<file path="config.mk">
export PLATFORM = sky130hd
export DESIGN_NAME = rvv_xrf_flat
export DESIGN_NICKNAME = d
export VERILOG_FILES = /design/src/rvv_pkg.sv /design/src/rvv_ifs.sv /design/src/rvv_xrf.sv /design/src/flat_wrapper.sv
export SDC_FILE = /design/constraint.sdc
export NUM_CORES = 1
export LEC_CHECK = 0
export BUFFER_PORTS_ARGS = -buffer_cell sky130_fd_sc_hd__buf_2
export CAP_MARGIN = 15
export CORE_MARGIN = 2
export CORE_UTILIZATION = 68
export DETAILED_ROUTE_END_ITERATION = 8
export PLACE_DENSITY = 0.88
export REMOVE_ABC_BUFFERS = 1
export SLEW_MARGIN = 5
export SYNTH_ARGS = -nofsm -noshare
export SYNTH_HDL_FRONTEND = slang
export SYNTH_SLANG_ARGS = --single-unit
</file>
<file path="constraint.sdc">
create_clock -name clk -period 3.6 [get_ports clk]
set_input_delay 0 -clock clk [delete_from_list [all_inputs] [get_ports clk]]
set_output_delay 0 -clock clk [all_outputs]
set_load 0.02 [all_outputs]
</file>
<file path="src/rvv_pkg.sv">
// rvv backend shared widths, vector csr and retire entry types
package rvv_pkg;

  localparam int VLEN      = 64;         // vector register width in bits
  localparam int VLENB     = VLEN / 8;   // same in bytes
  localparam int XLEN      = 32;
  localparam int REG_IDX_W = 5;          // 32 registers per file

  typedef struct packed {
    logic [7:0] vstart;
    logic [7:0] vl;
  } vector_csr_t;

  ////////////////////
  // result word
  ////////////////////
  // one word, read as a full vector or as a scalar in its low bits
  typedef union packed {
    logic [VLEN-1:0] vec;
    struct packed {
      logic [VLEN-XLEN-1:0] pad;
      logic [XLEN-1:0]      val;
    } scalar;
  } rt_data_u;

  ////////////////////
  // rob entry
  ////////////////////
  typedef struct packed {
    logic                 w_valid;      // uop writes a register
    logic                 w_type;       // 0 vrf, 1 xrf
    logic [REG_IDX_W-1:0] w_index;
    rt_data_u             w_data;
    logic [VLENB-1:0]     vd_strobe;    // body bytes enabled
    logic                 ignore_vta;
    logic                 ignore_vma;
    logic                 trap_flag;
    vector_csr_t          vector_csr;
    logic                 vxsat;
  } rob_entry_t;

endpackage

</file>
<file path="src/rvv_ifs.sv">


interface wb_if;
  import rvv_pkg::*;

  logic                 cyc;
  logic                 stb;
  logic                 we;
  logic [REG_IDX_W-1:0] adr;
  logic [XLEN-1:0]      dat_w;
  logic                 ack;

  modport master (output cyc, output stb, output we, output adr, output dat_w, input ack);
  modport slave  (input cyc, input stb, input we, input adr, input dat_w, output ack);
endinterface

</file>
<file path="src/rvv_xrf.sv">
// scalar register file behind a wishbone classic slave, with a debug read port
module rvv_xrf (
  input  logic                          clk,
  input  logic                          rst_n,
  wb_if.slave                           wb,
  input  logic [rvv_pkg::REG_IDX_W-1:0] rd_index,
  output logic [rvv_pkg::XLEN-1:0]      rd_data
);
  import rvv_pkg::*;

  localparam int NUM_REGS = 1 << REG_IDX_W;

  logic [XLEN-1:0] regs [NUM_REGS];
  logic            access;   // new request not yet acked

  assign access = wb.cyc && wb.stb && !wb.ack;

  always_ff @(posedge clk or negedge rst_n) begin
    if (!rst_n) begin
      wb.ack <= 1'b0;
      for (int r = 0; r < NUM_REGS; r++) regs[r] <= '0;
    end else begin
      wb.ack <= access;   // single-cycle ack per access
      if (access && wb.we) begin
        regs[wb.adr] <= wb.dat_w;
      end
    end
  end

  assign rd_data = regs[rd_index];

endmodule

</file>
<file path="src/flat_wrapper.sv">
// flat-port wrapper written by rule: the top's interface ports become plain ports
module rvv_xrf_flat import rvv_pkg::*;
  (clk, rst_n, rd_index, rd_data, wb_cyc, wb_stb, wb_we, wb_adr, wb_dat_w, wb_ack);
  wb_if wb_i ();
  input  logic clk;
  input  logic rst_n;
  input  logic [rvv_pkg::REG_IDX_W-1:0] rd_index;
  output logic [rvv_pkg::XLEN-1:0] rd_data;
  input wire logic [$bits(wb_i.cyc)-1:0] wb_cyc;
  input wire logic [$bits(wb_i.stb)-1:0] wb_stb;
  input wire logic [$bits(wb_i.we)-1:0] wb_we;
  input wire logic [$bits(wb_i.adr)-1:0] wb_adr;
  input wire logic [$bits(wb_i.dat_w)-1:0] wb_dat_w;
  output wire logic [$bits(wb_i.ack)-1:0] wb_ack;
  assign wb_i.cyc = wb_cyc;
  assign wb_i.stb = wb_stb;
  assign wb_i.we = wb_we;
  assign wb_i.adr = wb_adr;
  assign wb_i.dat_w = wb_dat_w;
  assign wb_ack = wb_i.ack;
  rvv_xrf u_core (.clk(clk), .rst_n(rst_n), .wb(wb_i), .rd_index(rd_index), .rd_data(rd_data));
endmodule
</file>
==> out/results.ini <==
[grt]
grt_util_all_layers_pct = 36.0
grt_pass1_wl_mm = 196
overflow = 0
grt_pass1_vias = 32967
antenna_found_initial = 4
grt_max_degree = 94

[timing]
min_period_ns = 2.85
tns_ns = 0
finClkSkew_ns = 0.0254
rsz0062_at_grt = no
setup_ws_ns = 0.750
finalMaxSlewViolations = 0
tightest_slew_ns = 1.20
finalSetupViolCount = 0
finalCritPeriodShare_pct = 79.2
relSlewSlack_pct = 19.9
finalHoldViolCount = 0
max_freq_ghz = 0.351

[routing]
wl_per_cell_um = 28.3
drcViolationCount = 0
viasPerCell = 6.86
drt-pass1-iter-count = 5
vias = 30730
finalWirelength_mm = 127
drtIter0Drc = 2951
ant_nets = 0

[synthesis]
synth.top_cell.area_share_pct = 54.3
synth_edf_count = 0
synthFlopType = dfrtp_1
syn_area_um2 = 47200
synth.most_common_cell = dfrtp_1
ys_top_cells_by_area = dfrtp_1, mux2_2, mux2i_1, mux2_1, a22oi_1
synth_commonest_cells = dfrtp_1, mux2_2, mux2i_1
yosysTopAreaCell = dfrtp_1
ys_seq_area_share_pct = 54.3
ys_async_sr_fraction_pct = 100
ys_types = 34
ys_seq_elements = 1025
avgSynthCellArea_um2 = 13.7
synthCells = 3453
synth_warnings = 0

[pwr]
switching_share_pct = 24.2
peakVddDrop_uv = 436
powerDensity_nw_per_um2 = 507
p_int_mw = 20.3
p_sw_mw = 6.47
clock_power_share_pct = 42.1
power_frac_seq_pct = 47.9
p_comb_share_pct = 10.0
p_leak_nw = 26.6

[critical_path]
crit_type = input port to flop
worstPathRequired_ns = 4.12
endpoint_kind = flop
crit_buf_inv = 4
critPathSlowestCell = dlygate4sd3_1
cp_cell_sequence = dlygate4sd3_1 -> buf_2 -> nand2_2 -> dlygate4sd3_1 -> nor2_8 -> and4bb_1 -> nand4b_4 -> buf_4 -> mux2_1
path_common_cell = dlygate4sd3_1
cp_top_family = buffers and inverters
r2r_cells = 5
cp_max_fo = 23
critPathLaunchType = input port
path_depth = 9
critPathArrivalTime_ns = 3.37
cpPeakStageDelay_ns = 0.67

[clock_network]
clk_latency_ns = 0.67
cts_made_buffers = 102
cts_tree = yes
clockRootBuffer = clkbuf_16
cts_sinks = 1025
cts_resized = 0
cts_buffer_depth = 3
path_clk_slew_ns = 0.06
cts-htree-levels = 3

[finish]
fin_area_um2 = 52800
nNetsFinal = 3516
drive_above_1_share_pct = 36.3
area_growth_pct = 11.9

[floorplan]
die_h_um = 268
fp-row-count = 96
io_pins = 80
start_util_pct = 68.8
core_area_um2 = 68700
die_w_um = 268
die-area_um2 = 71600

[placement]
io_buffers = 79
postPlaceCellArea_um2 = 48900
gp_congestion = 0.835
dp_hpwl_mm = 72.6
dp_worst_setup_slack_ns = 1.07

[job]
cap_viol_max_count = 0

[run_status]
status = complete, no violations

[worst_hold_path]
hold_path.class = input port to flop
min_path_cells = 4

-- final timing paths --
kind | from | slack [ns] | to
max in group asynchronous | rst_n | 2.00 | u_core.regs[587]
min in group asynchronous | rst_n | 0.46 | u_core.regs[480]
max reg2reg | u_core.wb.ack | 0.99 | u_core.regs[231]
max | wb_stb | 0.75 | u_core.regs[231]
min | wb_we | 0.19 | u_core.regs[18]
min reg2reg | u_core.regs[626] | 0.49 | u_core.regs[626]
-- layer usage --
layer | vias up | track usage [%] | routed length [um]
met5 | - | 1.04 | 119
met3 | 416 | 7.13 | 10200
met1 | 16234 | 47.4 | 49800
met2 | 1545 | 57.6 | 60700
met4 | 6 | 17.8 | 6140
li1 | 12529 | - | -
-- layout by cell type (no fill, tap or decap), types with 3 or more instances in the layout --
| cell type | count |
|---|---|
| nand2_2 | 4 |
| clkbuf_16 | 105 |
| a22oi_1 | 96 |
| clkinv_2 | 15 |
| clkinv_4 | 3 |
| dfrtp_1 | 1025 |
| nand2b_2 | 3 |
| nand3_1 | 97 |
| a22o_1 | 64 |
| clkbuf_8 | 24 |
| nor2_4 | 25 |
| nand3b_1 | 3 |
| buf_4 | 77 |
| clkbuf_1 | 16 |
| buf_2 | 77 |
| buf_12 | 40 |
| nor3_1 | 32 |
| nand2_1 | 97 |
| mux2i_1 | 512 |
| mux2_2 | 878 |
| bufinv_16 | 13 |
| mux2_1 | 146 |
| a21oi_1 | 96 |
| diode_2 | 4 |
| dlygate4sd3_1 | 39 |
| a31oi_1 | 32 |
| inv_6 | 3 |
| nand4b_4 | 5 |
-- layout make-up --
type / count / area (um^2)
Antenna cell: 4 / 10.0
Multi-Input combinational cell: 2103 / 20300
Inverter: 2 / 7.51
Fill cell: 3786 / 15900
Clock inverter: 37 / 553
Timing Repair Buffer: 235 / 2180
Clock buffer: 145 / 3020
Tap cell: 931 / 1160
Sequential cell: 1025 / 25600
-- per-stage QoR --
stage	utilization, %	total power [mW]	hold slack (ns)	std cells
after floorplan	-	14.3	-0.296	3130
after global placement	71.1	15.3	0.0664	4256
after detailed placement	71.1	15.6	0.0799	4256
after CTS	76.9	26.8	0.154	4478
after global routing	76.9	27.6	0.196	4479
final	76.9	26.8	0.185	4482
-- power groups by stage --
stage | Clock, mW | Combinational (mW) | Sequential, mW
3_3_place_gp | 0 | 2.44 | 12.9
6_report | 11.3 | 2.67 | 12.8
5_1_grt | 11.8 | 2.87 | 12.9
2_1_floorplan | 0 | 1.51 | 12.8
3_5_place_dp | 0 | 2.57 | 13.0
4_1_cts | 11.3 | 2.66 | 12.8
-- kinds of logic (layout without fill, tap and decap cells) --
kind of cell / Yosys count / in the layout / share of synthesized area [%]
mux: 1536 / 1536 / 35.3
flops: 1025 / 1025 / 54.3
buf+inv: 325 / 419 / 3.24
compound gates: 288 / 288 / 4.15
simple gates: 279 / 279 / 3.05
other cells: 0 / 4 / 0
-- worst register-to-register path: stages, from the launching register on --
cell and delay [ns]:
dfrtp_1 0.45, nor2_8 0.20, and4bb_1 0.61, nand4b_4 0.40, buf_4 0.41, mux2_1 0.40
-- registers in the layout, indices dropped and copies added (netlist names) --
signal	count
u_core.wb.ack	1
u_core.regs	1024
-- repair_timing --
action                    4_1_cts  5_1_grt
hold buffers                   40        0
setup buffers                   0        0
hold endpoints to repair     1287        0
(Power assumes the default switching activity.)
