--- config.mk ---
export PLATFORM = sky130hd
export DESIGN_NAME = rvv_rob_flat
export DESIGN_NICKNAME = d
export VERILOG_FILES = /design/src/rvv_pkg.sv /design/src/rvv_ifs.sv /design/src/rvv_rob.sv /design/src/flat_wrapper.sv
export SDC_FILE = /design/constraint.sdc
export NUM_CORES = 2
export LEC_CHECK = 0
export BUFFER_PORTS_ARGS = -buffer_cell sky130_fd_sc_hd__buf_2
export CAP_MARGIN = 0
export CORE_MARGIN = 4
export CORE_UTILIZATION = 30
export CTS_BUF_LIST = sky130_fd_sc_hd__clkbuf_8
export DETAILED_ROUTE_END_ITERATION = 10
export RECOVER_POWER = 100
export SLEW_MARGIN = 20
export SYNTH_ARGS = -nofsm -noshare
export SYNTH_HDL_FRONTEND = slang
export SYNTH_SLANG_ARGS = --single-unit
--- constraint.sdc ---
create_clock -name clk -period 24.3 [get_ports clk]
set_clock_uncertainty 0.05 [all_clocks]
set_input_delay 1.215 -clock clk [delete_from_list [all_inputs] [get_ports clk]]
set_output_delay 1.215 -clock clk [all_outputs]
set_load 0.05 [all_outputs]
--- src/rvv_pkg.sv ---
// rvv backend shared widths, vector csr and retire entry types
package rvv_pkg;

  localparam int VLEN      = 64;         // vector register width in bits
  localparam int VLENB     = VLEN / 8;   // same in bytes
  localparam int XLEN      = 32;
  localparam int REG_IDX_W = 5;          // 32 registers per file

  typedef struct packed {
    logic [7:0] vstart;
    logic [7:0] vl;
  } vector_csr_t;

  ////////////////////
  // result word
  ////////////////////
  // one word, read as a full vector or as a scalar in its low bits
  typedef union packed {
    logic [VLEN-1:0] vec;
    struct packed {
      logic [VLEN-XLEN-1:0] pad;
      logic [XLEN-1:0]      val;
    } scalar;
  } rt_data_u;

  ////////////////////
  // rob entry
  ////////////////////
  typedef struct packed {
    logic                 w_valid;      // uop writes a register
    logic                 w_type;       // 0 vrf, 1 xrf
    logic [REG_IDX_W-1:0] w_index;
    rt_data_u             w_data;
    logic [VLENB-1:0]     vd_strobe;    // body bytes enabled
    logic                 ignore_vta;
    logic                 ignore_vma;
    logic                 trap_flag;
    vector_csr_t          vector_csr;
    logic                 vxsat;
  } rob_entry_t;

endpackage

--- src/rvv_ifs.sv ---
// internal buses of the retire stage: rob offer, xrf requests and wishbone
interface rob_rt_if #(parameter int NUM_RT_UOP = 4);
  import rvv_pkg::*;

  logic       [NUM_RT_UOP-1:0] valid;
  rob_entry_t [NUM_RT_UOP-1:0] entry;   // oldest entry in lane 0
  logic       [NUM_RT_UOP-1:0] ready;

  modport rob (output valid, output entry, input ready);
  modport rt  (input valid, input entry, output ready);
endinterface


--- src/rvv_rob.sv ---
// reorder buffer, in-order push and multi-lane in-order pop to retire
module rvv_rob #(
  parameter int NUM_RT_UOP = 4,
  parameter int ROB_DEPTH  = 8   // power of two, pointers wrap naturally
) (
  input  logic                clk,
  input  logic                rst_n,
  input  logic                push_valid,
  input  rvv_pkg::rob_entry_t push_entry,
  output logic                push_ready,
  rob_rt_if.rob               rt
);
  import rvv_pkg::*;

  localparam int PTR_W = $clog2(ROB_DEPTH);
  localparam int CNT_W = $clog2(ROB_DEPTH + 1);
  localparam int POP_W = $clog2(NUM_RT_UOP + 1);

  rob_entry_t       mem [ROB_DEPTH];
  logic [PTR_W-1:0] head;
  logic [PTR_W-1:0] tail;
  logic [CNT_W-1:0] count;
  logic [POP_W-1:0] pop_cnt;   // lanes leaving this cycle
  logic             push_fire;

  assign push_ready = (count != CNT_W'(ROB_DEPTH));
  assign push_fire  = push_valid && push_ready;

  // offer the oldest entries, lane 0 is the head
  always_comb begin
    for (int i = 0; i < NUM_RT_UOP; i++) begin
      rt.valid[i] = (i < int'(count));
      rt.entry[i] = mem[head + PTR_W'(i)];
    end
  end

  // only the valid and ready prefix pops
  always_comb begin
    logic stop;
    stop    = 1'b0;
    pop_cnt = '0;
    for (int i = 0; i < NUM_RT_UOP; i++) begin
      if (!stop && rt.valid[i] && rt.ready[i]) begin
        pop_cnt = pop_cnt + 1'b1;
      end else begin
        stop = 1'b1;
      end
    end
  end

  always_ff @(posedge clk or negedge rst_n) begin
    if (!rst_n) begin
      head  <= '0;
      tail  <= '0;
      count <= '0;
    end else begin
      head  <= head + PTR_W'(pop_cnt);
      if (push_fire) tail <= tail + 1'b1;
      count <= count + CNT_W'(push_fire) - CNT_W'(pop_cnt);
    end
  end

  always_ff @(posedge clk) begin
    if (push_fire) mem[tail] <= push_entry;
  end

  // pointer distance matches the count and the count stays within the depth
  a_ptr_count: assert property (@(posedge clk) disable iff (!rst_n)
    count <= CNT_W'(ROB_DEPTH) && (tail - head) == PTR_W'(count));

endmodule

--- src/flat_wrapper.sv ---
// flat-port wrapper written by rule: the top's interface ports become plain ports
module rvv_rob_flat import rvv_pkg::*;
#(
  parameter int NUM_RT_UOP = 4,
  parameter int ROB_DEPTH  = 8                                           
)
  (clk, rst_n, push_valid, push_entry, push_ready, rt_valid, rt_entry, rt_ready);
  rob_rt_if #(.NUM_RT_UOP(NUM_RT_UOP)) rt_i ();
  input  logic clk;
  input  logic rst_n;
  input  logic push_valid;
  input  rvv_pkg::rob_entry_t push_entry;
  output logic push_ready;
  output wire logic [$bits(rt_i.valid)-1:0] rt_valid;
  output wire logic [$bits(rt_i.entry)-1:0] rt_entry;
  input wire logic [$bits(rt_i.ready)-1:0] rt_ready;
  assign rt_valid = rt_i.valid;
  assign rt_entry = rt_i.entry;
  assign rt_i.ready = rt_ready;
  rvv_rob #(.NUM_RT_UOP(NUM_RT_UOP), .ROB_DEPTH(ROB_DEPTH)) u_core (.clk(clk), .rst_n(rst_n), .push_valid(push_valid), .push_entry(push_entry), .push_ready(push_ready), .rt(rt_i));
endmodule
==> impl_results.md <==
* Layout Area Growth over Synthesis at 14.1%
* Final setup TNS at 0 ns
* Max-slew headroom at -518%
* Netlist Area Pre-Place at 44,500 sq um
* Area of the multi-input gates at 19,100 sq um
* Net Count, Synth at 2,681
* Final Slew Violations at 1,461
* CTS root buf: clkbuf_8
* H-tree depth at 4
* Commonest register cell after synthesis: edfxtp_1
* Asr flop ratio synth at 1.25%
* TritonCTS Sinks at 802
* Core area at 147,000 sq um
* Syn Area/Cell at 17.4 sq um
* RSZ-0062 raised after global routing: false
* Global-route wire length before repair at 177 mm
* EDFF count, synth at 792
* Die height at 393 um
* Worst-Margin Slew at 9.27 ns
* Vias per cell at 5.19
* CTS resizes at 0
* Mapped Cells at 2,559
* Most frequent cells in the layout: 792 x edfxtp_1, 495 x mux4_2, 470 x clkbuf_1
* Initial antenna violation count at 12
* Site Rows at 141
* Number of DRC markers in iteration 0 at 1,840
* Crit path DAT at 13.37 ns
* Starting density of the core at 30.1%
* CP Launch Type: register
* Gpl congestion at 0.750
* Max FO, Critical Path at 63
* Leading cell type in the layout, fill and taps excluded: edfxtp_1
* Pin count of the biggest net entering global routing at 100
* Worst path max stage delay at 3.26 ns
* Nets at 3,188
* Sequential fraction of the synthesis area at 54.1%
* Worst-path cell chain: clkbuf_1, clkbuf_1, clkbuf_1, mux4_2, nor2_1, nor2_1, clkbuf_1
* Fraction of layout cells with a size suffix above 1 at 35.0%
* Crit path top cell by count: clkbuf_1
* Clock Latency Late Sink at 0.85 ns
* PortBufs at 506
* Chip width at 393 um
* Grt ovf at 0
* Vias at 26,513
* FF+latch area at 24,000 sq um
* Vias in the first global route at 26,983
* Min cycle time layout at 14.63 ns
* Critical path type: register to output port
* Endpoint class of the critical path: output port
* Routed Wire Length at 121 mm
* Drc violations at 0
* Max-capacitance violation count at 35
* Ports at 507
* # fillers at 14,287
* Total track usage at 15.3%
* Initial DRT Pass Iterations at 5
* CTS Hold Bufs at 0
* Synth warnings at 0
* Violated checks: max-capacitance violations, max-slew violations
* Drt wl/cell at 23.7 um
* Worst path required time at 23.03 ns
* Num CTS Buffers at 144
* Yosys cell types at 39
* Half-perimeter wire length after placement at 76.6 mm
* CTS tree: built
* Share of the clock period used by the worst path at 60.2%
* HP Class: primary input to asynchronous set/reset pin
* Status: finished with violations
* Flop and latch count out of synthesis at 802
* Die area at 154,000 sq um
* Slowest cell on crit path: clkbuf_1
* Final Hold Fails at 0
* # setup viols final at 0
* F_max at 68.3 MHz
* Post-CTS Setup Bufs at 0
* CTS Buffer Depth at 3
* DRT antenna net count at 0
* Clock slew at reported path FFs at 0.06 ns
[kinds of logic (layout without fill, tap and decap cells)]
family	after synthesis	count (layout)	share of synthesized area [%]
AOI/OAI and AO/OA	9	9	0.141
xor gates and xnor gates	12	12	0.386
adders and majority gates	16	16	0.484
buffers and inverters	205	821	2.90
DFF	802	802	54.1
muxes	892	892	36.7
other	0	5	0
and+or+nand+nor	623	623	5.34
[cell type report]
cell class	count	area share (%)
flip-flops and latches	802	47.4
multi-input cells	1552	37.7
well taps	1930	4.76
repair buffers	558	4.44
clock buffers	146	3.96
clock inverters	109	1.62
inverters	8	0.0740
diodes	5	0.0247
[worst max-delay path, delay by kind of cell (launching register included)]
kind	cells	cell delay [ns]
buffers and inverters	4	8.95
AND/OR/NAND/NOR	2	0.26
multiplexers	1	0.71
flip-flops	1	2.44
[metrics by stage]
stage	setup slack, ns	std cells	util, %	cell area (sq um)	hold slack [ns]
detailed placement	17.16	4850	33.0	48700	0.465
global placement	17.21	4850	33.0	48700	0.465
floorplan	15.50	2559	-	44500	0.435
global route	7.86	5107	34.4	50700	0.237
CTS	16.14	5105	34.9	51500	0.0521
finish	9.67	5110	34.4	50700	0.276
[metal layers]
layer / up-vias / part of all wire [%] / GRT usage (%)
met5: - / 0.054 / 0
met4: 10 / 2.4 / 5.03
met3: 178 / 7.2 / 4.07
met2: 947 / 50 / 25.5
met1: 14018 / 41 / 19.4
li1: 11360 / - / -
[flip-flops by register name (all words and copies together) (netlist names)]
register and cells:
u_core.count 4, u_core.mem 792, u_core.tail 3, u_core.head 3
[Yosys cell counts, types with 10 or more instances]
library cell | n | share of area [%]
nor2_1 | 304 | 2.6
ha_1 | 14 | 0.39
clkbuf_1 | 57 | 0.48
mux4_2 | 495 | 25
dfrtp_1 | 10 | 0.56
mux2_4 | 186 | 6.3
buf_4 | 30 | 0.51
mux2_2 | 189 | 4.8
mux2_1 | 22 | 0.56
buf_2 | 50 | 0.56
buf_1 | 14 | 0.12
buf_6 | 46 | 1.2
nand2_1 | 304 | 2.6
edfxtp_1 | 792 | 53
[final timing paths]
kind | start | end | slack [ns] | cells past startpoint
worst min-delay path | rst_n | u_core.count[2] | 0.28 | 1
worst max-delay path | u_core.head[0] | rt_entry[75] | 9.67 | 7
max in group asynchronous | rst_n | u_core.head[1] | 23.49 | 1
worst min register to register | u_core.tail[0] | u_core.tail[0] | 0.47 | 1
worst max register to register | u_core.count[3] | u_core.mem[3][4] | 15.89 | 4
min in group clk | u_core.tail[0] | u_core.tail[0] | 0.47 | 1
Power is left out: the tool's default activity adds up to more than one toggle a clock period on the data nets, which glitch-free logic cannot reach.
