===== config.mk =====
export PLATFORM = sky130hd
export DESIGN_NAME = rvv_xrf_arbiter_flat
export DESIGN_NICKNAME = d
export VERILOG_FILES = /design/src/rvv_pkg.sv /design/src/rvv_ifs.sv /design/src/rvv_xrf_arbiter.sv /design/src/flat_wrapper.sv
export SDC_FILE = /design/constraint.sdc
export NUM_CORES = 1
export LEC_CHECK = 0
export ABC_CLOCK_PERIOD_IN_PS = 2300
export BUFFER_PORTS_ARGS = -buffer_cell sky130_fd_sc_hd__buf_2
export CORE_AREA = 2 2 66 114
export DETAILED_ROUTE_END_ITERATION = 8
export DIE_AREA = 0 0 68 116
export HOLD_SLACK_MARGIN = 0.02
export PLACE_DENSITY = 0.8
export SLEW_MARGIN = 20
export SYNTH_ARGS = -nofsm -noshare
export SYNTH_HDL_FRONTEND = slang
export SYNTH_SLANG_ARGS = --single-unit

===== constraint.sdc =====
create_clock -name clk -period 2.3 [get_ports clk]
set_input_delay 0.115 -clock clk [delete_from_list [all_inputs] [get_ports clk]]
set_output_delay 0.115 -clock clk [all_outputs]
set_load 0.01 [all_outputs]

===== src/rvv_pkg.sv =====
// rvv backend shared widths, vector csr and retire entry types
package rvv_pkg;

  localparam int VLEN      = 64;         // vector register width in bits
  localparam int VLENB     = VLEN / 8;   // same in bytes
  localparam int XLEN      = 32;
  localparam int REG_IDX_W = 5;          // 32 registers per file

  typedef struct packed {
    logic [7:0] vstart;
    logic [7:0] vl;
  } vector_csr_t;

  ////////////////////
  // result word
  ////////////////////
  // one word, read as a full vector or as a scalar in its low bits
  typedef union packed {
    logic [VLEN-1:0] vec;
    struct packed {
      logic [VLEN-XLEN-1:0] pad;
      logic [XLEN-1:0]      val;
    } scalar;
  } rt_data_u;

  ////////////////////
  // rob entry
  ////////////////////
  typedef struct packed {
    logic                 w_valid;      // uop writes a register
    logic                 w_type;       // 0 vrf, 1 xrf
    logic [REG_IDX_W-1:0] w_index;
    rt_data_u             w_data;
    logic [VLENB-1:0]     vd_strobe;    // body bytes enabled
    logic                 ignore_vta;
    logic                 ignore_vma;
    logic                 trap_flag;
    vector_csr_t          vector_csr;
    logic                 vxsat;
  } rob_entry_t;

endpackage


===== src/rvv_ifs.sv =====


interface xrf_req_if #(parameter int NUM_RT_UOP = 4);
  import rvv_pkg::*;

  logic [NUM_RT_UOP-1:0]                valid;
  logic [NUM_RT_UOP-1:0][REG_IDX_W-1:0] index;
  logic [NUM_RT_UOP-1:0][XLEN-1:0]      data;
  logic [NUM_RT_UOP-1:0]                ready;  // pulses with the bus ack

  modport rt  (output valid, output index, output data, input ready);
  modport arb (input valid, input index, input data, output ready);
endinterface

interface wb_if;
  import rvv_pkg::*;

  logic                 cyc;
  logic                 stb;
  logic                 we;
  logic [REG_IDX_W-1:0] adr;
  logic [XLEN-1:0]      dat_w;
  logic                 ack;

  modport master (output cyc, output stb, output we, output adr, output dat_w, input ack);
  modport slave  (input cyc, input stb, input we, input adr, input dat_w, output ack);
endinterface


===== src/rvv_xrf_arbiter.sv =====
// fixed-priority arbiter from the xrf write lanes onto a wishbone classic master
module rvv_xrf_arbiter #(
  parameter int NUM_RT_UOP = 4
) (
  input  logic  clk,
  input  logic  rst_n,
  xrf_req_if.arb req,
  wb_if.master   wb
);

  localparam int GNT_W = (NUM_RT_UOP > 1) ? $clog2(NUM_RT_UOP) : 1;

  logic [GNT_W-1:0] pick;   // lowest requesting lane
  logic             any_req;

  always_comb begin
    pick    = '0;
    any_req = |req.valid;
    for (int i = NUM_RT_UOP - 1; i >= 0; i--) begin
      if (req.valid[i]) pick = GNT_W'(i);
    end
  end

  always_ff @(posedge clk or negedge rst_n) begin
    if (!rst_n) begin
      wb.cyc <= 1'b0;
      wb.stb <= 1'b0;
    end else if (!wb.cyc) begin
      if (any_req) begin
        wb.cyc <= 1'b1;
        wb.stb <= 1'b1;
      end
    end else if (wb.ack) begin   // close on ack
      wb.cyc <= 1'b0;
      wb.stb <= 1'b0;
    end
  end

  // address and data latched with the grant
  always_ff @(posedge clk) begin
    if (!wb.cyc && any_req) begin
      wb.adr   <= req.index[pick];
      wb.dat_w <= req.data[pick];
    end
  end

  assign wb.we = wb.cyc;   // write-only master

  // the granted uop stays the oldest xrf request and thus the lowest requesting lane
  always_comb begin
    for (int i = 0; i < NUM_RT_UOP; i++) begin
      req.ready[i] = wb.ack && (pick == GNT_W'(i));
    end
  end

  a_stb_in_cyc: assert property (@(posedge clk) disable iff (!rst_n)
    wb.stb |-> wb.cyc);

  // slave may stall, request must not move underneath it
  a_adr_hold: assert property (@(posedge clk) disable iff (!rst_n)
    wb.stb && !wb.ack |=> $stable(wb.adr) && $stable(wb.dat_w));

endmodule


===== src/flat_wrapper.sv =====
// flat-port wrapper written by rule: the top's interface ports become plain ports
module rvv_xrf_arbiter_flat 
#(
  parameter int NUM_RT_UOP = 4
)
  (clk, rst_n, req_valid, req_index, req_data, req_ready, wb_cyc, wb_stb, wb_we, wb_adr, wb_dat_w, wb_ack);
  xrf_req_if #(.NUM_RT_UOP(NUM_RT_UOP)) req_i ();
  wb_if wb_i ();
  input  logic clk;
  input  logic rst_n;
  input wire logic [$bits(req_i.valid)-1:0] req_valid;
  input wire logic [$bits(req_i.index)-1:0] req_index;
  input wire logic [$bits(req_i.data)-1:0] req_data;
  output wire logic [$bits(req_i.ready)-1:0] req_ready;
  output wire logic [$bits(wb_i.cyc)-1:0] wb_cyc;
  output wire logic [$bits(wb_i.stb)-1:0] wb_stb;
  output wire logic [$bits(wb_i.we)-1:0] wb_we;
  output wire logic [$bits(wb_i.adr)-1:0] wb_adr;
  output wire logic [$bits(wb_i.dat_w)-1:0] wb_dat_w;
  input wire logic [$bits(wb_i.ack)-1:0] wb_ack;
  assign req_i.valid = req_valid;
  assign req_i.index = req_index;
  assign req_i.data = req_data;
  assign req_ready = req_i.ready;
  assign wb_cyc = wb_i.cyc;
  assign wb_stb = wb_i.stb;
  assign wb_we = wb_i.we;
  assign wb_adr = wb_i.adr;
  assign wb_dat_w = wb_i.dat_w;
  assign wb_i.ack = wb_ack;
  rvv_xrf_arbiter #(.NUM_RT_UOP(NUM_RT_UOP)) u_core (.clk(clk), .rst_n(rst_n), .req(req_i), .wb(wb_i));
endmodule

==> out/results.ini, run 1 <==
[hold_path]
holdCritPathClass = in2reg
hold_path_end = u_core.wb.cyc
min-delay-start = wb_ack
holdPathStages = 2

[setup_path]
max_stage_delay_ns = 0.44
cp.arrival_ns = 1.67
critPathRequiredTime_ns = 2.18
worstSetupEndpointType = output pin
criticalPathCategory = in2out
critPathMaxFanout = 25
ff2ff_path_depth = 2
worstPathCellList = buf_2 > nor3_1 > or2_1 > buf_4 > and2_1 > buf_2
start_kind = input pin
crit_cells = 6
critPathBufInv = 3
path_common_cell = buf_2
rr_endpoint = u_core.wb.dat_w[11]
r2r_slack_ns = 0.84
slowest_stage = or2_1
rr_startpoint = u_core.wb.cyc
crit_family = simple AND/OR/NAND/NOR gates

[global_routing]
grt-ovfl-total = 0
first_global_vias = 2658
grt_antenna_before_repair = 0
grt_max_degree = 78
grt_util_all_layers = 0.210
grt_pass1_wl_um = 12400

[synthesis]
ys_seq_area_frac = 0.476
syn_area_mm2 = 0.00244
avgSynthCellArea_um2 = 10.6
ys_types = 20
syn_nets = 384
ys_ff_latch = 39
syn_inst = 229
ys.warnings.count = 0

[pwr]
report.power.total_mw = 2.02
irDropWorstVdd_mv = 0.342
powerDensity_mw_per_mm2 = 561
total_leakage_power_nw = 1.84

[timing]
finalCritPeriodShare = 0.778
finalSetupTns_ns = 0
slew_headroom = 0.498
worst_slew_pin_slew_ns = 0.753
grt_setup_unrepaired = false
setup-violations-final = 0
fin_skew_ns = 0.00699
post-route-min-period_ns = 1.79
final-hold-violation-count = 0
fmax_ghz = 0.559
slew_violations = 0

[detailed_routing]
ant_nets = 0
firstDrtPassIters = 4
totalWireLength_um = 8430
via_count = 2682
drc = 0
routedWlPerCell_um = 16.9
drt_iter0_markers = 238
via_per_inst = 5.37

[run_status]
status = finished clean

[place]
dpl.hpwl_um = 6180
port-buffer-count = 198
gp_congestion = 0.810

[cts]
insertion_delay_ns = 0.28
cts_tree = yes
cts-buffers-inserted = 5
cts_buffer_depth = 2
cts.sinks = 39
clk_pin_slew_ns = 0.06
cts_root_buf = clkbuf_16
cts_setup_buffers = 0
htree_levels = 2

[finish]
syn2layout_area_growth_pct = 48.0
final_layout_size_suffix_gt1_frac = 0.508
fin_util = 0.522
nNetsFinal = 569
num_antenna_cells = 0

[die]
start_util = 0.353
fp.dieH_um = 116
rows = 40
design.die.area_mm2 = 0.00789
core_mm2 = 0.00691
die_w_um = 68
top_level_ports = 199

[flow_run]
cap_violations = 0

[power breakdown]
part | leakage, nW | internal, mW | switching (mW)
clock | 0.0659 | 0.395 | 0.260
combinational | 1.40 | 0.250 | 0.248
sequential | 0.376 | 0.854 | 0.0163
total | 1.84 | 1.50 | 0.525
[cells in the final DEF (no fill, tap or decap), types with 2 or more instances in the layout]
master     netlist  layout
edfxtp_1        37      37
a221o_1         37      37
inv_1           38      38
nor2b_4          0       2
dfrtp_1          2       2
a22o_1          37      37
clkinv_1         0       2
a21oi_1         38      38
buf_4            4       4
buf_2            3     198
nor2_1           3       3
clkbuf_16        0       5
[sequential cells by signal, indices dropped and copies added, names as in the netlist]
name / flops
u_core.wb.stb: 1
u_core.wb.adr: 5
u_core.wb.cyc: 1
u_core.wb.dat_w: 32
[synth_stat cells]
cell / count / area share
a21oi_1: 38 / 0.078
a221o_1: 37 / 0.15
a22o_1: 37 / 0.13
and2_1: 1 / 0.0026
and3b_1: 1 / 0.0036
and4b_1: 1 / 0.0041
buf_2: 3 / 0.0062
buf_4: 4 / 0.012
buf_6: 6 / 0.028
clkbuf_1: 14 / 0.022
dfrtp_1: 2 / 0.021
edfxtp_1: 37 / 0.46
inv_1: 38 / 0.059
nor2_1: 3 / 0.0046
nor2b_1: 2 / 0.0051
nor3_1: 1 / 0.0021
nor4bb_1: 1 / 0.0041
o22ai_1: 1 / 0.0026
or2_1: 1 / 0.0026
or4_1: 1 / 0.0031
[final cells by class]
type / count / area (um2)
multi-input combinational: 125 / 983
inverter: 38 / 143
fill: 661 / 3300
clock buffer: 6 / 129
tap: 84 / 105
sequential: 39 / 1160
timing repair buffer: 205 / 1080
clock inverter: 2 / 7.51
[cells by family after synthesis]
logic type	Yosys count	share of synthesized area
flip-flops	39	0.476
AO/OA/AOI/OAI	113	0.366
AND/OR/NAND/NOR	12	0.0318
buffers and inverters	65	0.126
[worst max path at each step]
stage	start	to
finish	req_valid[2]	req_ready[0]
global route	req_valid[2]	req_ready[0]
CTS	req_valid[2]	req_ready[0]
detailed placement	req_valid[2]	u_core.wb.dat_w[19]
global placement	req_valid[2]	u_core.wb.dat_w[16]
floorplan	u_core.wb.cyc	u_core.wb.adr[0]
[stage by stage]
stage / hold WS (ns) / instances / setup slack, ns / instance area (um2)
floorplan: -0.181 / 229 / 0.435 / 2440
global placement: -0.100 / 489 / 0.404 / 3430
detailed placement: -0.0938 / 489 / 0.283 / 3430
CTS: 0.0640 / 498 / 0.484 / 3580
global route: 0.0899 / 499 / 0.321 / 3610
finish: 0.0787 / 499 / 0.510 / 3610
[per-layer routing]
metal,global-route usage,vias to the layer above,routed length (um)
met5,0,-,0
met4,0.109,0,324
met3,0.0398,28,476
met2,0.377,133,4590
met1,0.224,1257,3040
li1,-,1264,-
[what timing repair did]
item                      CTS  global route
gates resized for setup     0             0
hold buffers                1             0
hold endpoints to repair    2             0
No activity file was read; power rests on OpenSTA's default activity.
==> run 2, diff against run 1 <==
- ABC_AREA: default -> 1
- ABC_CLOCK_PERIOD_IN_PS: 2300 -> 1650
- CORE_AREA: 2 2 66 114 -> 2 2 65 114
- DIE_AREA: 0 0 68 116 -> 0 0 67 116
- PLACE_DENSITY: 0.8 -> 0.83
- clock period: 2.3 -> 1.65 ns (I/O delays scaled with it)
==> out/results.ini, run 2 <==
[synthesis]
synth_top_family_by_area = simple AND/OR/NAND/NOR gates
synth_commonest_cells = 150 x nand3_1, 44 x nand2_1, 42 x inv_1
synth_area_leaders = edfxtp_1 40%, nand3_1 27%, nand4_1 8.4%, nand2_1 6.0%, inv_1 5.7%
ys_ff_latch = 39
synth_top_area_cell = edfxtp_1
synthMuxAreaShare = 0
synth_most_common_cell = nand3_1
synthAdderAreaFrac = 0
ys.warnings.count = 0
syn_inst = 358
synth_compound_area_frac = 0.00500
yosys_most_used_dff = edfxtp_1
ys_types = 20
syn_area_mm2 = 0.00275
ys_seq_area_frac = 0.422
yosys.area_share.simple = 0.433
synth_top_area_frac = 0.404
syn_nets = 513
synth_xor_area_frac = 0
async_flop_share = 0.0513
avgSynthCellArea_um2 = 7.69
synth_edf_count = 37

[cts]
cts_setup_buffers = 0
htree_levels = 2
cts_tree = yes
insertion_delay_ns = 0.27
cts-buffers-inserted = 5
cts.sinks = 39
cts_buffer_depth = 2
cts_root_buf = clkbuf_16
clk_pin_slew_ns = 0.05

[timing]
finalCritPeriodShare = 0.862
slew_headroom = 0.400
setup-violations-final = 0
fmax_ghz = 0.703
fin_skew_ns = 0.00281
grt_setup_unrepaired = false
slew_violations = 0
whs_ns = 0.0356
final-hold-violation-count = 0
post-route-min-period_ns = 1.42
finalSetupTns_ns = 0
worst_slew_pin_slew_ns = 0.898

[finish]
top_regs = u_core.wb.dat_w (32), u_core.wb.adr (5)
final_layout_size_suffix_gt1_frac = 0.415
num_antenna_cells = 0
fill_cells = 641
syn2layout_area_growth_pct = 42.1
nNetsFinal = 699
mostFrequentLayoutCells = 198 x buf_2, 150 x nand3_1, 44 x nand2_1, 41 x inv_1
multi_input_comb_area_mm2 = 0.00122
seq_area_mm2 = 0.00116
largest_register_ff_count = 32
mostFrequentLayoutCell = buf_2
top_register = u_core.wb.dat_w

[detailed_routing]
totalWireLength_um = 9220
drc = 0
drt_iter0_markers = 228
via_per_inst = 5.41
ant_nets = 0
routedWlPerCell_um = 14.7
via_count = 3403
firstDrtPassIters = 7

[global_routing]
grt_util_all_layers = 0.235
first_global_vias = 3076
grt_antenna_before_repair = 0
grt_max_degree = 38
grt-ovfl-total = 0
grt_pass1_wl_um = 14000

[setup_path]
ff2ff_path_depth = 4
criticalPathCategory = in2out
start_kind = input pin
r2r_slack_ns = 0.35
cp.arrival_ns = 1.34
critPathMaxFanout = 24
critPathRequiredTime_ns = 1.57
worstSetupEndpointType = output pin

[flow_run]
cap_violations = 0

[pwr]
total_leakage_power_nw = 2.00
clkPwrFrac = 0.231
intPower_mw = 2.58
switchingPower_mw = 1.22
irDropWorstVdd_mv = 0.580
comb_power_share = 0.342
pwr-share-seq = 0.427
powerDensity_mw_per_mm2 = 972
swShare = 0.322

[place]
port-buffer-count = 198
dpl.hpwl_um = 6950
gp_congestion = 0.907

[die]
rows = 40
start_util = 0.404
die_w_um = 67
top_level_ports = 199
core_mm2 = 0.00681
fp.dieH_um = 116
design.die.area_mm2 = 0.00777

[hold_path]
holdPathStages = 2
holdCritPathClass = in2reg

[run_status]
status = finished clean

## run 2: changes by cell type after synthesis, moves of 9 or more
cell	before	now
nand4_1	0	37
a221o_1	37	0
buf_4	4	13
nand2_1	0	44
nand3_1	0	150
a21oi_1	38	0
a22o_1	37	0
## run 2: cell type report
class | instances | area share
multi-input combinational | 239 | 0.312
clock buffer | 6 | 0.0329
tap | 84 | 0.0269
timing repair buffer | 215 | 0.287
sequential | 39 | 0.297
inverter | 44 | 0.0432
clock inverter | 2 | 0.00192
## run 2: repair_timing
action,in CTS,in global routing
gates resized for setup,0,0
hold buffers,1,0
endpoints found under the hold margin,2,0
## run 2: cells by family after synthesis
group,count (synthesis)
flops,39
compound gates,2
buf+inv,80
simple gates,237
## run 2: critical path: stages
cell and delay (ns):
buf_2 0.12, buf_4 0.26, inv_2 0.07, nand2_1 0.06, nand2_1 0.07, nand2_1 0.09, buf_4 0.28, nand2_1 0.09
nor2_1 0.08, buf_2 0.13
## run 2: final timing paths
kind,start,endpoint
hold reg to reg,u_core.wb.stb,u_core.wb.stb
hold / removal,wb_ack,u_core.wb.cyc
setup / recovery,req_valid[2],req_ready[0]
max in group asynchronous,rst_n,u_core.wb.cyc
setup reg to reg,u_core.wb.cyc,u_core.wb.dat_w[14]
min in group asynchronous,rst_n,u_core.wb.stb
## run 2: power by group through the flow
stage | Clock (mW) | Combinational [mW] | Sequential [mW]
after CTS | 0.904 | 1.31 | 1.63
after detailed placement | 0 | 1.30 | 1.64
final | 0.877 | 1.30 | 1.62
after floorplan | 0 | 0.489 | 1.81
after global placement | 0 | 1.28 | 1.63
after global routing | 0.944 | 1.42 | 1.65
## run 2: per-stage QoR
step,instances,instance area (um2),power (mW),setup slack [ns],utilization
2_1_floorplan,358,2760,2.30,0.117,-
3_3_place_gp,620,3760,2.91,0.220,0.553
3_5_place_dp,620,3760,2.94,0.160,0.553
4_1_cts,629,3910,3.84,0.238,0.575
5_1_grt,629,3910,4.01,0.0721,0.575
6_report,629,3910,3.80,0.227,0.575
## run 2: metal layers
| layer | vias to the layer above | track usage | part of all wire |
|---|---|---|---|
| met4 | 0 | 0.112 | 0.034 |
| li1 | 1637 | - | - |
| met1 | 1557 | 0.257 | 0.36 |
| met3 | 28 | 0.0311 | 0.064 |
| met2 | 181 | 0.432 | 0.54 |
| met5 | - | 0 | 0 |
==> run 3, diff against run 2 <==
- SETUP_SLACK_MARGIN: default -> 0.4
==> out/results.ini, run 3 (synthesized netlist as in run 2, its figures left out) <==
[run_status]
status = finished clean

[timing]
slew_violations = 0
slew_headroom = 0.657
final-hold-violation-count = 0
fmax_ghz = 0.800
grt_setup_unrepaired = true
finalCritPeriodShare = 0.757
fin_skew_ns = 0.00359
post-route-min-period_ns = 1.25
worst_slew_pin_slew_ns = 0.513
finalSetupTns_ns = 0
setup-violations-final = 0

[cts]
cts.sinks = 39
cts_buffer_depth = 2
cts_root_buf = clkbuf_16
clk_pin_slew_ns = 0.05
insertion_delay_ns = 0.27
cts_tree = yes
cts-buffers-inserted = 5
htree_levels = 2

[die]
top_level_ports = 199
core_mm2 = 0.00681
fp.dieH_um = 116
rows = 40
design.die.area_mm2 = 0.00777
start_util = 0.404
die_w_um = 67

[detailed_routing]
totalWireLength_um = 10200
drc = 0
via_count = 3453
via_per_inst = 5.47
ant_nets = 0
drt_iter0_markers = 282
routedWlPerCell_um = 16.2
firstDrtPassIters = 5

[pwr]
irDropWorstVdd_mv = 0.390
total_leakage_power_nw = 2.07
powerDensity_mw_per_mm2 = 963

[setup_path]
start_kind = input pin
critPathMaxFanout = 4
critPathRequiredTime_ns = 1.57
worstSetupEndpointType = output pin
criticalPathCategory = in2out
ff2ff_path_depth = 4
cp.arrival_ns = 1.17

[hold_path]
holdCritPathClass = in2async

[finish]
largest_register_ff_count = 32
syn2layout_area_growth_pct = 48.0
mostFrequentLayoutCells = 197 x buf_2, 150 x nand3_1, 43 x nand2_1, 40 x inv_1
nNetsFinal = 702
top_regs = u_core.wb.dat_w (32), u_core.wb.adr (5)
fin_util = 0.598
mostFrequentLayoutCell = buf_2
top_register = u_core.wb.dat_w
final_layout_size_suffix_gt1_frac = 0.422
num_antenna_cells = 0

[place]
gp_congestion = 0.924
dpl.hpwl_um = 7180
port-buffer-count = 198

[global_routing]
grt_max_degree = 45
grt_antenna_before_repair = 0
grt-ovfl-total = 0
grt_util_all_layers = 0.251
grt_pass1_wl_um = 14700
first_global_vias = 3115

[flow_run]
cap_violations = 0

==> run 3: cell types whose count changed in the layout (fill, tap and decap cells not counted), sizes merged <==
cell / change
buf: -2
bufbuf: +2
clkinvlp: +1
dlygate4sd3: +1
inv: -1
nor2: +1
==> run 3: final cells by class <==
type / count / area, um2
multi-input cells: 240 / 1230
inverters: 44 / 173
fillers: 634 / 2730
well taps: 84 / 105
repair buffers: 217 / 1270
clock inverters: 2 / 8.76
clock buffers: 5 / 125
flip-flops and latches: 39 / 1160
==> run 3: where the power goes <==
| part | switching, mW | internal [mW] | total, mW | leakage [nW] |
|---|---|---|---|---|
| sequential | 0.0932 | 1.52 | 1.61 | 0.383 |
| combinational | 0.846 | 0.570 | 1.42 | 1.62 |
| clock | 0.349 | 0.543 | 0.892 | 0.0671 |
==> run 3: stage by stage <==
stage | power (mW) | setup slack (ns) | cell area [um2] | hold slack, ns | cells
3_3_place_gp | 2.93 | 0.261 | 3760 | -0.130 | 616
4_1_cts | 3.91 | 0.401 | 4040 | 0.123 | 630
6_report | 3.92 | 0.401 | 4070 | 0.127 | 631
5_1_grt | 4.12 | 0.346 | 4070 | 0.137 | 631
2_1_floorplan | 2.30 | 0.173 | 2770 | -0.213 | 358
3_5_place_dp | 2.96 | 0.215 | 3760 | -0.130 | 616
==> run 3: path summary, 6_finish.rpt <==
kind                       slack [ns]     startpoint                  to
max in group asynchronous        1.42          rst_n       u_core.wb.stb
min in group clk                 0.13    req_data[7]  u_core.wb.dat_w[7]
setup / recovery                 0.40         wb_ack        req_ready[1]
hold reg to reg                  0.53  u_core.wb.stb       u_core.wb.stb
setup reg to reg                 0.47  u_core.wb.cyc    u_core.wb.adr[3]
hold / removal                   0.13          rst_n       u_core.wb.cyc
==> run 3: metal layers <==
layer | vias up | routed length (um) | track usage
met5 | - | 0 | 0
li1 | 1645 | - | -
met3 | 37 | 706 | 0.0243
met2 | 196 | 5470 | 0.448
met1 | 1575 | 3580 | 0.284
met4 | 0 | 484 | 0.137
==> run 3: worst max-delay path, cell delays in order <==
cell           delay (ns)
dlygate4sd3_1        0.52
buf_2                0.11
inv_1                0.09
nor3b_1              0.20
buf_2                0.16
==> run 3: timing repair <==
action	in CTS	in global routing
pin swaps	1	1
hold buffers	2	0
gates cloned	3	1
hold endpoints to repair	3	0
resized for setup	3	9
endpoints found under the setup margin	11	68
setup buffers	2	0
